## src/hw/des_pkg.sv

```systemverilog
`default_nettype none

package des_pkg;

	// ----------------------------------------
	// Widths and types
	// ----------------------------------------
	localparam int BLOCK_W = 64;
	localparam int HALF_W = 32;
	localparam int KEY_W = 64;
	localparam int CD_W = 28;
	localparam int RKEY_W = 48;
	localparam int NUM_ROUNDS = 16;

	typedef logic [BLOCK_W-1:0] block_t;
	typedef logic [HALF_W-1:0] half_t;
	typedef logic [KEY_W-1:0] key_t;
	typedef logic [CD_W-1:0] cd_t;
	typedef logic [RKEY_W-1:0] round_key_t;
	typedef logic [4:0] round_t;

	typedef enum logic {
		ENCRYPT = 1'b0,
		DECRYPT = 1'b1
	} des_mode_e;

	typedef enum logic [1:0] {
		IDLE = 2'd0,
		ROUND = 2'd1,
		DONE = 2'd2
	} des_state_e;

	typedef struct packed {
		des_mode_e mode;
		block_t data;
		key_t key;
	} des_req_t;

	// Per-cycle command from the control FSM
	typedef struct packed {
		logic load;
		logic step;
		round_t round;
		des_mode_e mode;
	} des_step_t;

	// Left rotation per round, read backwards for decryption
	localparam int SHIFT_SCHEDULE [NUM_ROUNDS] = '{
		1, 1, 2, 2, 2, 2, 2, 2, 1, 2, 2, 2, 2, 2, 2, 1
	};

	// ----------------------------------------
	// Permutations
	// ----------------------------------------
	// Entries are 1-based source bits, bit 1 being the MSB
	localparam int IP [BLOCK_W] = '{
		58, 50, 42, 34, 26, 18, 10, 2, 60, 52, 44, 36, 28, 20, 12, 4,
		62, 54, 46, 38, 30, 22, 14, 6, 64, 56, 48, 40, 32, 24, 16, 8,
		57, 49, 41, 33, 25, 17, 9, 1, 59, 51, 43, 35, 27, 19, 11, 3,
		61, 53, 45, 37, 29, 21, 13, 5, 63, 55, 47, 39, 31, 23, 15, 7
	};

	localparam int FP [BLOCK_W] = '{
		40, 8, 48, 16, 56, 24, 64, 32, 39, 7, 47, 15, 55, 23, 63, 31,
		38, 6, 46, 14, 54, 22, 62, 30, 37, 5, 45, 13, 53, 21, 61, 29,
		36, 4, 44, 12, 52, 20, 60, 28, 35, 3, 43, 11, 51, 19, 59, 27,
		34, 2, 42, 10, 50, 18, 58, 26, 33, 1, 41, 9, 49, 17, 57, 25
	};

	localparam int E [RKEY_W] = '{
		32, 1, 2, 3, 4, 5, 4, 5, 6, 7, 8, 9,
		8, 9, 10, 11, 12, 13, 12, 13, 14, 15, 16, 17,
		16, 17, 18, 19, 20, 21, 20, 21, 22, 23, 24, 25,
		24, 25, 26, 27, 28, 29, 28, 29, 30, 31, 32, 1
	};

	localparam int P [HALF_W] = '{
		16, 7, 20, 21, 29, 12, 28, 17, 1, 15, 23, 26, 5, 18, 31, 10,
		2, 8, 24, 14, 32, 27, 3, 9, 19, 13, 30, 6, 22, 11, 4, 25
	};

	// Parity bits 8, 16 .. 64 are skipped
	localparam int PC1 [2*CD_W] = '{
		57, 49, 41, 33, 25, 17, 9, 1, 58, 50, 42, 34, 26, 18,
		10, 2, 59, 51, 43, 35, 27, 19, 11, 3, 60, 52, 44, 36,
		63, 55, 47, 39, 31, 23, 15, 7, 62, 54, 46, 38, 30, 22,
		14, 6, 61, 53, 45, 37, 29, 21, 13, 5, 28, 20, 12, 4
	};

	localparam int PC2 [RKEY_W] = '{
		14, 17, 11, 24, 1, 5, 3, 28, 15, 6, 21, 10,
		23, 19, 12, 4, 26, 8, 16, 7, 27, 20, 13, 2,
		41, 52, 31, 37, 47, 55, 30, 40, 51, 45, 33, 48,
		44, 49, 39, 56, 34, 53, 46, 42, 50, 36, 29, 32
	};

	// ----------------------------------------
	// S-boxes, indexed by row * 16 + column
	// ----------------------------------------
	localparam logic [3:0] SBOX [8][64] = '{
		'{14, 4, 13, 1, 2, 15, 11, 8, 3, 10, 6, 12, 5, 9, 0, 7,
		  0, 15, 7, 4, 14, 2, 13, 1, 10, 6, 12, 11, 9, 5, 3, 8,
		  4, 1, 14, 8, 13, 6, 2, 11, 15, 12, 9, 7, 3, 10, 5, 0,
		  15, 12, 8, 2, 4, 9, 1, 7, 5, 11, 3, 14, 10, 0, 6, 13},
		'{15, 1, 8, 14, 6, 11, 3, 4, 9, 7, 2, 13, 12, 0, 5, 10,
		  3, 13, 4, 7, 15, 2, 8, 14, 12, 0, 1, 10, 6, 9, 11, 5,
		  0, 14, 7, 11, 10, 4, 13, 1, 5, 8, 12, 6, 9, 3, 2, 15,
		  13, 8, 10, 1, 3, 15, 4, 2, 11, 6, 7, 12, 0, 5, 14, 9},
		'{10, 0, 9, 14, 6, 3, 15, 5, 1, 13, 12, 7, 11, 4, 2, 8,
		  13, 7, 0, 9, 3, 4, 6, 10, 2, 8, 5, 14, 12, 11, 15, 1,
		  13, 6, 4, 9, 8, 15, 3, 0, 11, 1, 2, 12, 5, 10, 14, 7,
		  1, 10, 13, 0, 6, 9, 8, 7, 4, 15, 14, 3, 11, 5, 2, 12},
		'{7, 13, 14, 3, 0, 6, 9, 10, 1, 2, 8, 5, 11, 12, 4, 15,
		  13, 8, 11, 5, 6, 15, 0, 3, 4, 7, 2, 12, 1, 10, 14, 9,
		  10, 6, 9, 0, 12, 11, 7, 13, 15, 1, 3, 14, 5, 2, 8, 4,
		  3, 15, 0, 6, 10, 1, 13, 8, 9, 4, 5, 11, 12, 7, 2, 14},
		'{2, 12, 4, 1, 7, 10, 11, 6, 8, 5, 3, 15, 13, 0, 14, 9,
		  14, 11, 2, 12, 4, 7, 13, 1, 5, 0, 15, 10, 3, 9, 8, 6,
		  4, 2, 1, 11, 10, 13, 7, 8, 15, 9, 12, 5, 6, 3, 0, 14,
		  11, 8, 12, 7, 1, 14, 2, 13, 6, 15, 0, 9, 10, 4, 5, 3},
		'{12, 1, 10, 15, 9, 2, 6, 8, 0, 13, 3, 4, 14, 7, 5, 11,
		  10, 15, 4, 2, 7, 12, 9, 5, 6, 1, 13, 14, 0, 11, 3, 8,
		  9, 14, 15, 5, 2, 8, 12, 3, 7, 0, 4, 10, 1, 13, 11, 6,
		  4, 3, 2, 12, 9, 5, 15, 10, 11, 14, 1, 7, 6, 0, 8, 13},
		'{4, 11, 2, 14, 15, 0, 8, 13, 3, 12, 9, 7, 5, 10, 6, 1,
		  13, 0, 11, 7, 4, 9, 1, 10, 14, 3, 5, 12, 2, 15, 8, 6,
		  1, 4, 11, 13, 12, 3, 7, 14, 10, 15, 6, 8, 0, 5, 9, 2,
		  6, 11, 13, 8, 1, 4, 10, 7, 9, 5, 0, 15, 14, 2, 3, 12},
		'{13, 2, 8, 4, 6, 15, 11, 1, 10, 9, 3, 14, 5, 0, 12, 7,
		  1, 15, 13, 8, 10, 3, 7, 4, 12, 5, 6, 11, 0, 14, 9, 2,
		  7, 11, 4, 1, 9, 12, 14, 2, 0, 6, 10, 13, 15, 3, 5, 8,
		  2, 1, 14, 7, 4, 10, 8, 13, 15, 12, 9, 0, 3, 5, 6, 11}
	};

endpackage

`default_nettype wire

```

## src/hw/des_ctrl.sv

```systemverilog
`timescale 1ns/1ns
`default_nettype none

module des_ctrl (
	input wire clk,
	input wire rst_n,
	input wire start,
	input wire des_pkg::des_mode_e mode,
	output logic busy,
	output logic done,
	output des_pkg::des_step_t step_ctl
);

	localparam des_pkg::round_t LAST_ROUND = des_pkg::round_t'(des_pkg::NUM_ROUNDS);

	des_pkg::des_state_e state_q;
	des_pkg::round_t round_q;
	des_pkg::des_mode_e mode_q;
	logic accept;

	// A new request is taken whenever no rounds are running
	assign accept = start && (state_q != des_pkg::ROUND);

	always_ff @(posedge clk or negedge rst_n) begin
		if (!rst_n) begin
			state_q <= des_pkg::IDLE;
			round_q <= '0;
			mode_q <= des_pkg::ENCRYPT;
		end else begin
			unique case (state_q)
				des_pkg::ROUND: begin
					if (round_q == LAST_ROUND) begin
						state_q <= des_pkg::DONE;
						round_q <= '0;
					end else begin
						round_q <= round_q + 1'b1;
					end
				end
				default: begin
					if (accept) begin
						state_q <= des_pkg::ROUND;
						round_q <= 5'd1;
						mode_q <= mode;
					end else begin
						state_q <= des_pkg::IDLE;
					end
				end
			endcase
		end
	end

	assign busy = (state_q == des_pkg::ROUND);
	assign done = (state_q == des_pkg::DONE);

	assign step_ctl = '{
		load: accept,
		step: busy,
		round: round_q,
		mode: mode_q
	};

	// ----------------------------------------
	// Checks
	// ----------------------------------------
	a_round_range: assert property (@(posedge clk) disable iff (!rst_n)
		round_q <= LAST_ROUND);

	// Done is a single-cycle pulse
	a_done_pulse: assert property (@(posedge clk) disable iff (!rst_n)
		done |=> !done);

endmodule

`default_nettype wire

```

## src/hw/des_key_schedule.sv

```systemverilog
`timescale 1ns/1ns
`default_nettype none

module des_key_schedule (
	input wire clk,
	input wire rst_n,
	input wire des_pkg::key_t key,
	input wire des_pkg::des_step_t step_ctl,
	output des_pkg::round_key_t round_key
);

	des_pkg::cd_t c_q;
	des_pkg::cd_t d_q;
	des_pkg::cd_t c_rol;
	des_pkg::cd_t d_rol;
	des_pkg::cd_t c_ror;
	des_pkg::cd_t d_ror;
	logic [2*des_pkg::CD_W-1:0] pc1_out;
	logic [2*des_pkg::CD_W-1:0] cd_sel;
	logic [3:0] sh_idx;
	logic shift_two;

	// ----------------------------------------
	// PC1 of the incoming key
	// ----------------------------------------
	always_comb begin
		for (int i = 0; i < 2*des_pkg::CD_W; i++) begin
			pc1_out[2*des_pkg::CD_W-1-i] = key[des_pkg::KEY_W - des_pkg::PC1[i]];
		end
	end

	// Decryption reads the shift table from the far end
	assign sh_idx = (step_ctl.mode == des_pkg::ENCRYPT) ?
		4'(step_ctl.round - 1'b1) : 4'(des_pkg::NUM_ROUNDS - step_ctl.round);
	assign shift_two = (des_pkg::SHIFT_SCHEDULE[sh_idx] == 2);

	assign c_rol = shift_two ? {c_q[25:0], c_q[27:26]} : {c_q[26:0], c_q[27]};
	assign d_rol = shift_two ? {d_q[25:0], d_q[27:26]} : {d_q[26:0], d_q[27]};
	assign c_ror = shift_two ? {c_q[1:0], c_q[27:2]} : {c_q[0], c_q[27:1]};
	assign d_ror = shift_two ? {d_q[1:0], d_q[27:2]} : {d_q[0], d_q[27:1]};

	// Encrypt keys come from the rotated value, decrypt keys from the stored one
	assign cd_sel = (step_ctl.mode == des_pkg::ENCRYPT) ? {c_rol, d_rol} : {c_q, d_q};

	always_comb begin
		for (int i = 0; i < des_pkg::RKEY_W; i++) begin
			round_key[des_pkg::RKEY_W-1-i] = cd_sel[2*des_pkg::CD_W - des_pkg::PC2[i]];
		end
	end

	// ----------------------------------------
	// C/D registers
	// ----------------------------------------
	always_ff @(posedge clk or negedge rst_n) begin
		if (!rst_n) begin
			c_q <= '0;
			d_q <= '0;
		end else if (step_ctl.load) begin
			c_q <= pc1_out[2*des_pkg::CD_W-1:des_pkg::CD_W];
			d_q <= pc1_out[des_pkg::CD_W-1:0];
		end else if (step_ctl.step) begin
			if (step_ctl.mode == des_pkg::ENCRYPT) begin
				c_q <= c_rol;
				d_q <= d_rol;
			end else begin
				// Step back to the previous round's halves
				c_q <= c_ror;
				d_q <= d_ror;
			end
		end
	end

endmodule

`default_nettype wire

```

## src/hw/des_feistel.sv

```systemverilog
`timescale 1ns/1ns
`default_nettype none

module des_feistel (
	input wire des_pkg::half_t r_half,
	input wire des_pkg::round_key_t round_key,
	output des_pkg::half_t f_out
);

	logic [des_pkg::RKEY_W-1:0] expanded;
	logic [des_pkg::RKEY_W-1:0] mixed;
	des_pkg::half_t sbox_out;

	// ----------------------------------------
	// Expansion and key mix
	// ----------------------------------------
	always_comb begin
		for (int i = 0; i < des_pkg::RKEY_W; i++) begin
			expanded[des_pkg::RKEY_W-1-i] = r_half[des_pkg::HALF_W - des_pkg::E[i]];
		end
	end

	assign mixed = expanded ^ round_key;

	// ----------------------------------------
	// Eight S-box lookups
	// ----------------------------------------
	always_comb begin : sbox_lookup
		logic [5:0] six;
		six = '0;
		for (int s = 0; s < 8; s++) begin
			six = mixed[des_pkg::RKEY_W-1-6*s -: 6];
			// Outer bits pick the row, inner four the column
			sbox_out[des_pkg::HALF_W-1-4*s -: 4] =
				des_pkg::SBOX[s][{six[5], six[0], six[4:1]}];
		end
	end

	// P permutation
	always_comb begin
		for (int i = 0; i < des_pkg::HALF_W; i++) begin
			f_out[des_pkg::HALF_W-1-i] = sbox_out[des_pkg::HALF_W - des_pkg::P[i]];
		end
	end

endmodule

`default_nettype wire

```

## src/hw/des_datapath.sv

```systemverilog
`timescale 1ns/1ns
`default_nettype none

module des_datapath (
	input wire clk,
	input wire rst_n,
	input wire des_pkg::block_t data,
	input wire des_pkg::des_step_t step_ctl,
	input wire des_pkg::half_t f_out,
	output des_pkg::half_t r_half,
	output des_pkg::block_t result
);

	des_pkg::half_t l_q;
	des_pkg::half_t r_q;
	des_pkg::block_t ip_out;
	des_pkg::block_t preout;

	// ----------------------------------------
	// Initial permutation
	// ----------------------------------------
	always_comb begin
		for (int i = 0; i < des_pkg::BLOCK_W; i++) begin
			ip_out[des_pkg::BLOCK_W-1-i] = data[des_pkg::BLOCK_W - des_pkg::IP[i]];
		end
	end

	// L/R state
	always_ff @(posedge clk or negedge rst_n) begin
		if (!rst_n) begin
			l_q <= '0;
			r_q <= '0;
		end else if (step_ctl.load) begin
			l_q <= ip_out[des_pkg::BLOCK_W-1:des_pkg::HALF_W];
			r_q <= ip_out[des_pkg::HALF_W-1:0];
		end else if (step_ctl.step) begin
			l_q <= r_q;
			r_q <= l_q ^ f_out;
		end
	end

	assign r_half = r_q;

	// ----------------------------------------
	// Final permutation
	// ----------------------------------------
	// Last round leaves the halves swapped
	assign preout = {r_q, l_q};

	always_comb begin
		for (int i = 0; i < des_pkg::BLOCK_W; i++) begin
			result[des_pkg::BLOCK_W-1-i] = preout[des_pkg::BLOCK_W - des_pkg::FP[i]];
		end
	end

endmodule

`default_nettype wire

```

## src/hw/des_core.sv

```systemverilog
`timescale 1ns/1ns
`default_nettype none

module des_core (
	input wire clk,
	input wire rst_n,
	input wire start,
	input wire des_pkg::des_req_t req,
	output wire busy,
	output wire done,
	output wire des_pkg::block_t result
);

	wire des_pkg::des_step_t step_ctl;
	wire des_pkg::round_key_t round_key;
	wire des_pkg::half_t r_half;
	wire des_pkg::half_t f_out;

	// ----------------------------------------
	// Control
	// ----------------------------------------
	des_ctrl u_ctrl (
		.clk(clk),
		.rst_n(rst_n),
		.start(start),
		.mode(req.mode),
		.busy(busy),
		.done(done),
		.step_ctl(step_ctl)
	);

	des_key_schedule u_key_schedule (
		.clk(clk),
		.rst_n(rst_n),
		.key(req.key),
		.step_ctl(step_ctl),
		.round_key(round_key)
	);

	// ----------------------------------------
	// Round datapath
	// ----------------------------------------
	des_feistel u_feistel (
		.r_half(r_half),
		.round_key(round_key),
		.f_out(f_out)
	);

	des_datapath u_datapath (
		.clk(clk),
		.rst_n(rst_n),
		.data(req.data),
		.step_ctl(step_ctl),
		.f_out(f_out),
		.r_half(r_half),
		.result(result)
	);

endmodule

`default_nettype wire

```

## config.mk

```make
export PLATFORM = sky130hd
export DESIGN_NAME = des_core
export DESIGN_NICKNAME = d
export VERILOG_FILES = /design/src/hw/des_pkg.sv /design/src/hw/des_ctrl.sv /design/src/hw/des_key_schedule.sv /design/src/hw/des_feistel.sv /design/src/hw/des_datapath.sv /design/src/hw/des_core.sv
export SDC_FILE = /design/constraint.sdc
export NUM_CORES = 1
export LEC_CHECK = 0
export ABC_AREA = 0
export BUFFER_PORTS_ARGS = -buffer_cell sky130_fd_sc_hd__buf_2
export CORE_UTILIZATION = 50
export CTS_CLUSTER_SIZE = 40
export DETAILED_ROUTE_END_ITERATION = 8
export PLACE_DENSITY = 0.74
export SYNTH_ARGS = -nofsm -noshare
export SYNTH_HDL_FRONTEND = slang
export SYNTH_HIERARCHICAL = 1
export SYNTH_SLANG_ARGS = --single-unit
```

## constraint.sdc

```tcl
create_clock -name clk -period 4.4 [get_ports clk]
set_input_delay 0.22 -clock clk [delete_from_list [all_inputs] [get_ports clk]]
set_output_delay 0.22 -clock clk [all_outputs]
set_load 0.005 [all_outputs]
```

==> run summary <==
Synthesized net count: 1939
Warnings, synthesis: 6
GPL Wtd Cong: 0.978
Post-synth top cells: nand2_1, a21oi_1, dfrtp_1, o21ai_0, mux2i_1
Synth Instances: 1741
Status: finished, final reports clean
Yosys top cell by area: dfrtp_1
Total grt overflow: 0
Top-area cell type share of the netlist area: 22.4%
I/O Pins: 198
Syn_area_per_cell: 8.22 um^2
ANT cells: 0
Count leader, synth: nand2_1
Register area share after synthesis: 22.4%
Drt via density: 6.22
I/O Buffers: 189
Kind of critical path: flip-flop to flip-flop
Share of cells above drive strength 1: 28.4%
Tcrit/Tclk final: 97.7%
Slew HR: 24.2%
DRC: 0
Drt pass-1 iters: 6
Die height: 171 um
Final setup fails: 0
Routed wire length: 49.1 mm
Max incr delay on CP: 0.48 ns
CTS tree: done
Cts bufs inserted: 17
FFs w/ async S/R, synth: 100%
Worst-path maximum fanout: 9
Final Max Tran Viols: 0
Total clock sinks: 128
Layout area overhead: 22.5%
CP max-delay cell: dfrtp_2
Clock skew: 0.0102 ns
Worst path arrival time: 4.58 ns
Worst EP required: 4.68 ns
CTS clk-pin slew, worst paths: 0.06 ns
Initial core utilization: 51.1%
Synth Register Bits: 128
DRT antenna net count: 0
Hold Crit Class: primary input to flip-flop
Number of synthesized flops with an enable pin: 0
Routed wire length per instance: 20.3 um
Initial antenna violation count: 0
Vias in the first global route: 13800
Largest net degree at the start of global routing: 158
Final hold viol count: 0
Most used cell, CP: buf_4
RSZ-0062 raised after global routing: yes
Mapped Area: 14300 um^2
H-tree depth: 4
Synth area leaders: dfrtp_1, mux2i_1, ha_1
Die area: 29300 um^2
Row cnt: 61
DR iter-0 viols: 1669
Distinct cell type count after synthesis: 92
All-Layer GR Usage: 33.1%
First-pass GRT wire length: 75.5 mm
Root Buffer: clkbuf_16
Hold WS: 0.00796 ns
Post-synth top flop: dfrtp_1
Crit path cell chain: buf_4, or3_1, and2_1, a2111oi_4, nor2b_1, a221o_1, a21boi_1, xor2_1, buf_4, ha_1, buf_4, nand2_1, nor3b_1, o21ai_0, a22oi_2, xnor2_1, o211ai_1
CORE AREA: 28000 um^2
Max frequency: 233 MHz
Crit path time final: 4.30 ns
Worst Tran Pin Value: 1.13 ns
Via count: 15000
Bufs on Longest Clock Path: 2
Max-Cap Viols: 0
DP Wirelength: 35.6 mm
Startpoint types: flip-flop
Die width: 171 um
Clock Latency Late Sink: 0.43 ns
# nets final: 2223
CP endpoint kind: flip-flop
[registers in the layout, summed over array words and instances, names as in the netlist]
| name | flops |
|---|---|
| u_ctrl/mode_q | 1 |
| u_ctrl/round_q | 5 |
| u_ctrl/state_q | 2 |
| u_datapath/l_q | 32 |
| u_datapath/r_half | 32 |
| u_key_schedule/c_q | 28 |
| u_key_schedule/d_q | 28 |
[cell usage in the layout, fill, tap and decap left out, types with 7 or more instances in the layout]
master	instances
a211o_1	14
a211oi_1	23
a21o_1	10
a21oi_1	143
a22oi_1	13
a31oi_1	20
and3_1	7
buf_2	188
buf_4	211
clkbuf_16	17
dfrtp_1	126
dlygate4sd3_1	22
ha_1	64
inv_1	58
mux2_2	10
mux2i_1	100
mux4_2	20
nand2_1	198
nand2b_1	16
nand3_1	27
nor2_1	100
nor3_1	51
nor3b_1	27
o211ai_1	37
o211ai_2	30
o21ai_0	110
o21ai_1	17
o221ai_1	25
o22ai_1	10
or3b_1	28
xnor2_1	77
xnor2_2	14
xor2_1	25
xor2_2	15
[layer usage]
metal	part of all wire (%)	global-route usage (%)	routed length [um]
met1	43	45.5	21200
met4	3.8	14.5	1880
met5	0	0	0
met3	7.2	4.65	3530
met2	46	51.6	22500
[final cells by class]
cell class	count	area (um^2)
Fill cell	2449	10500
Multi-Input combinational cell	1386	10200
Sequential cell	128	3210
Timing Repair Buffer	426	2840
Tap cell	378	473
Clock buffer	22	454
Inverter	66	254
Clock inverter	9	87.6
[path summary, 6_finish.rpt]
path	start	to	slack [ns]	cells after the start
max	u_ctrl/round_q[2]$_DFFE_PN0P_	u_datapath/r_half[31]$_DFFE_PN0P_	0.10	17
min	req[70]	u_datapath/l_q[31]$_DFFE_PN0P_	0.008	3
max reg2reg	u_ctrl/round_q[2]$_DFFE_PN0P_	u_datapath/r_half[31]$_DFFE_PN0P_	0.10	17
min reg2reg	u_ctrl/round_q[4]$_DFFE_PN0P_	u_ctrl/round_q[4]$_DFFE_PN0P_	0.58	1
max in group asynchronous	rst_n	u_datapath/r_half[21]$_DFFE_PN0P_	2.87	3
min in group asynchronous	rst_n	u_key_schedule/d_q[16]$_DFFE_PN0P_	0.47	2
[repair_timing]
| item | CTS | global route |
|---|---|---|
| hold endpoints to repair | 115 | 0 |
| pin swaps | 0 | 6 |
| endpoints found under the setup margin | 5 | 25 |
| setup buffers | 0 | 7 |
| gates resized for setup | 1 | 35 |
| hold buffers | 22 | 0 |
[critical path: cells and delay by family (launching register included)]
family                   cells  cell delay (ns)
flip-flops                   1             0.48
AND/OR/NAND/NOR              5             0.99
adder cells (fa/ha/maj)      1             0.36
XOR/XNOR                     2             0.35
AO/OA/AOI/OAI                6             1.40
buffers and inverters        3             0.56
[through the flow]
stage / setup WS (ns) / instances / util [%] / setup TNS [ns] / area [um^2]
after global placement: 0.0835 / 2355 / 59.1 / 0 / 16600
after detailed placement: -0.00144 / 2355 / 59.1 / -0.00144 / 16600
after floorplan: 0.0104 / 1741 / - / 0 / 14400
after CTS: 0.00216 / 2408 / 61.8 / 0 / 17300
after global routing: -0.0720 / 2415 / 62.6 / -0.437 / 17500
final: 0.102 / 2415 / 62.6 / 0 / 17500
[cell families (layout without fill, tap and decap cells)]
| group | after synthesis | count (layout) | share of synthesized area, % |
|---|---|---|---|
| flip-flops | 128 | 128 | 22.4 |
| multiplexers | 135 | 135 | 11.3 |
| AO/OA/AOI/OAI | 557 | 557 | 26.9 |
| AND/OR/NAND/NOR | 494 | 494 | 16.7 |
| XOR/XNOR | 134 | 134 | 9.01 |
| buffers and inverters | 227 | 523 | 7.94 |
| adder cells (fa/ha/maj) | 66 | 66 | 5.77 |
Power is not shown: default switching activity piles up to over one toggle a cycle in this logic, so the estimate is an artifact.
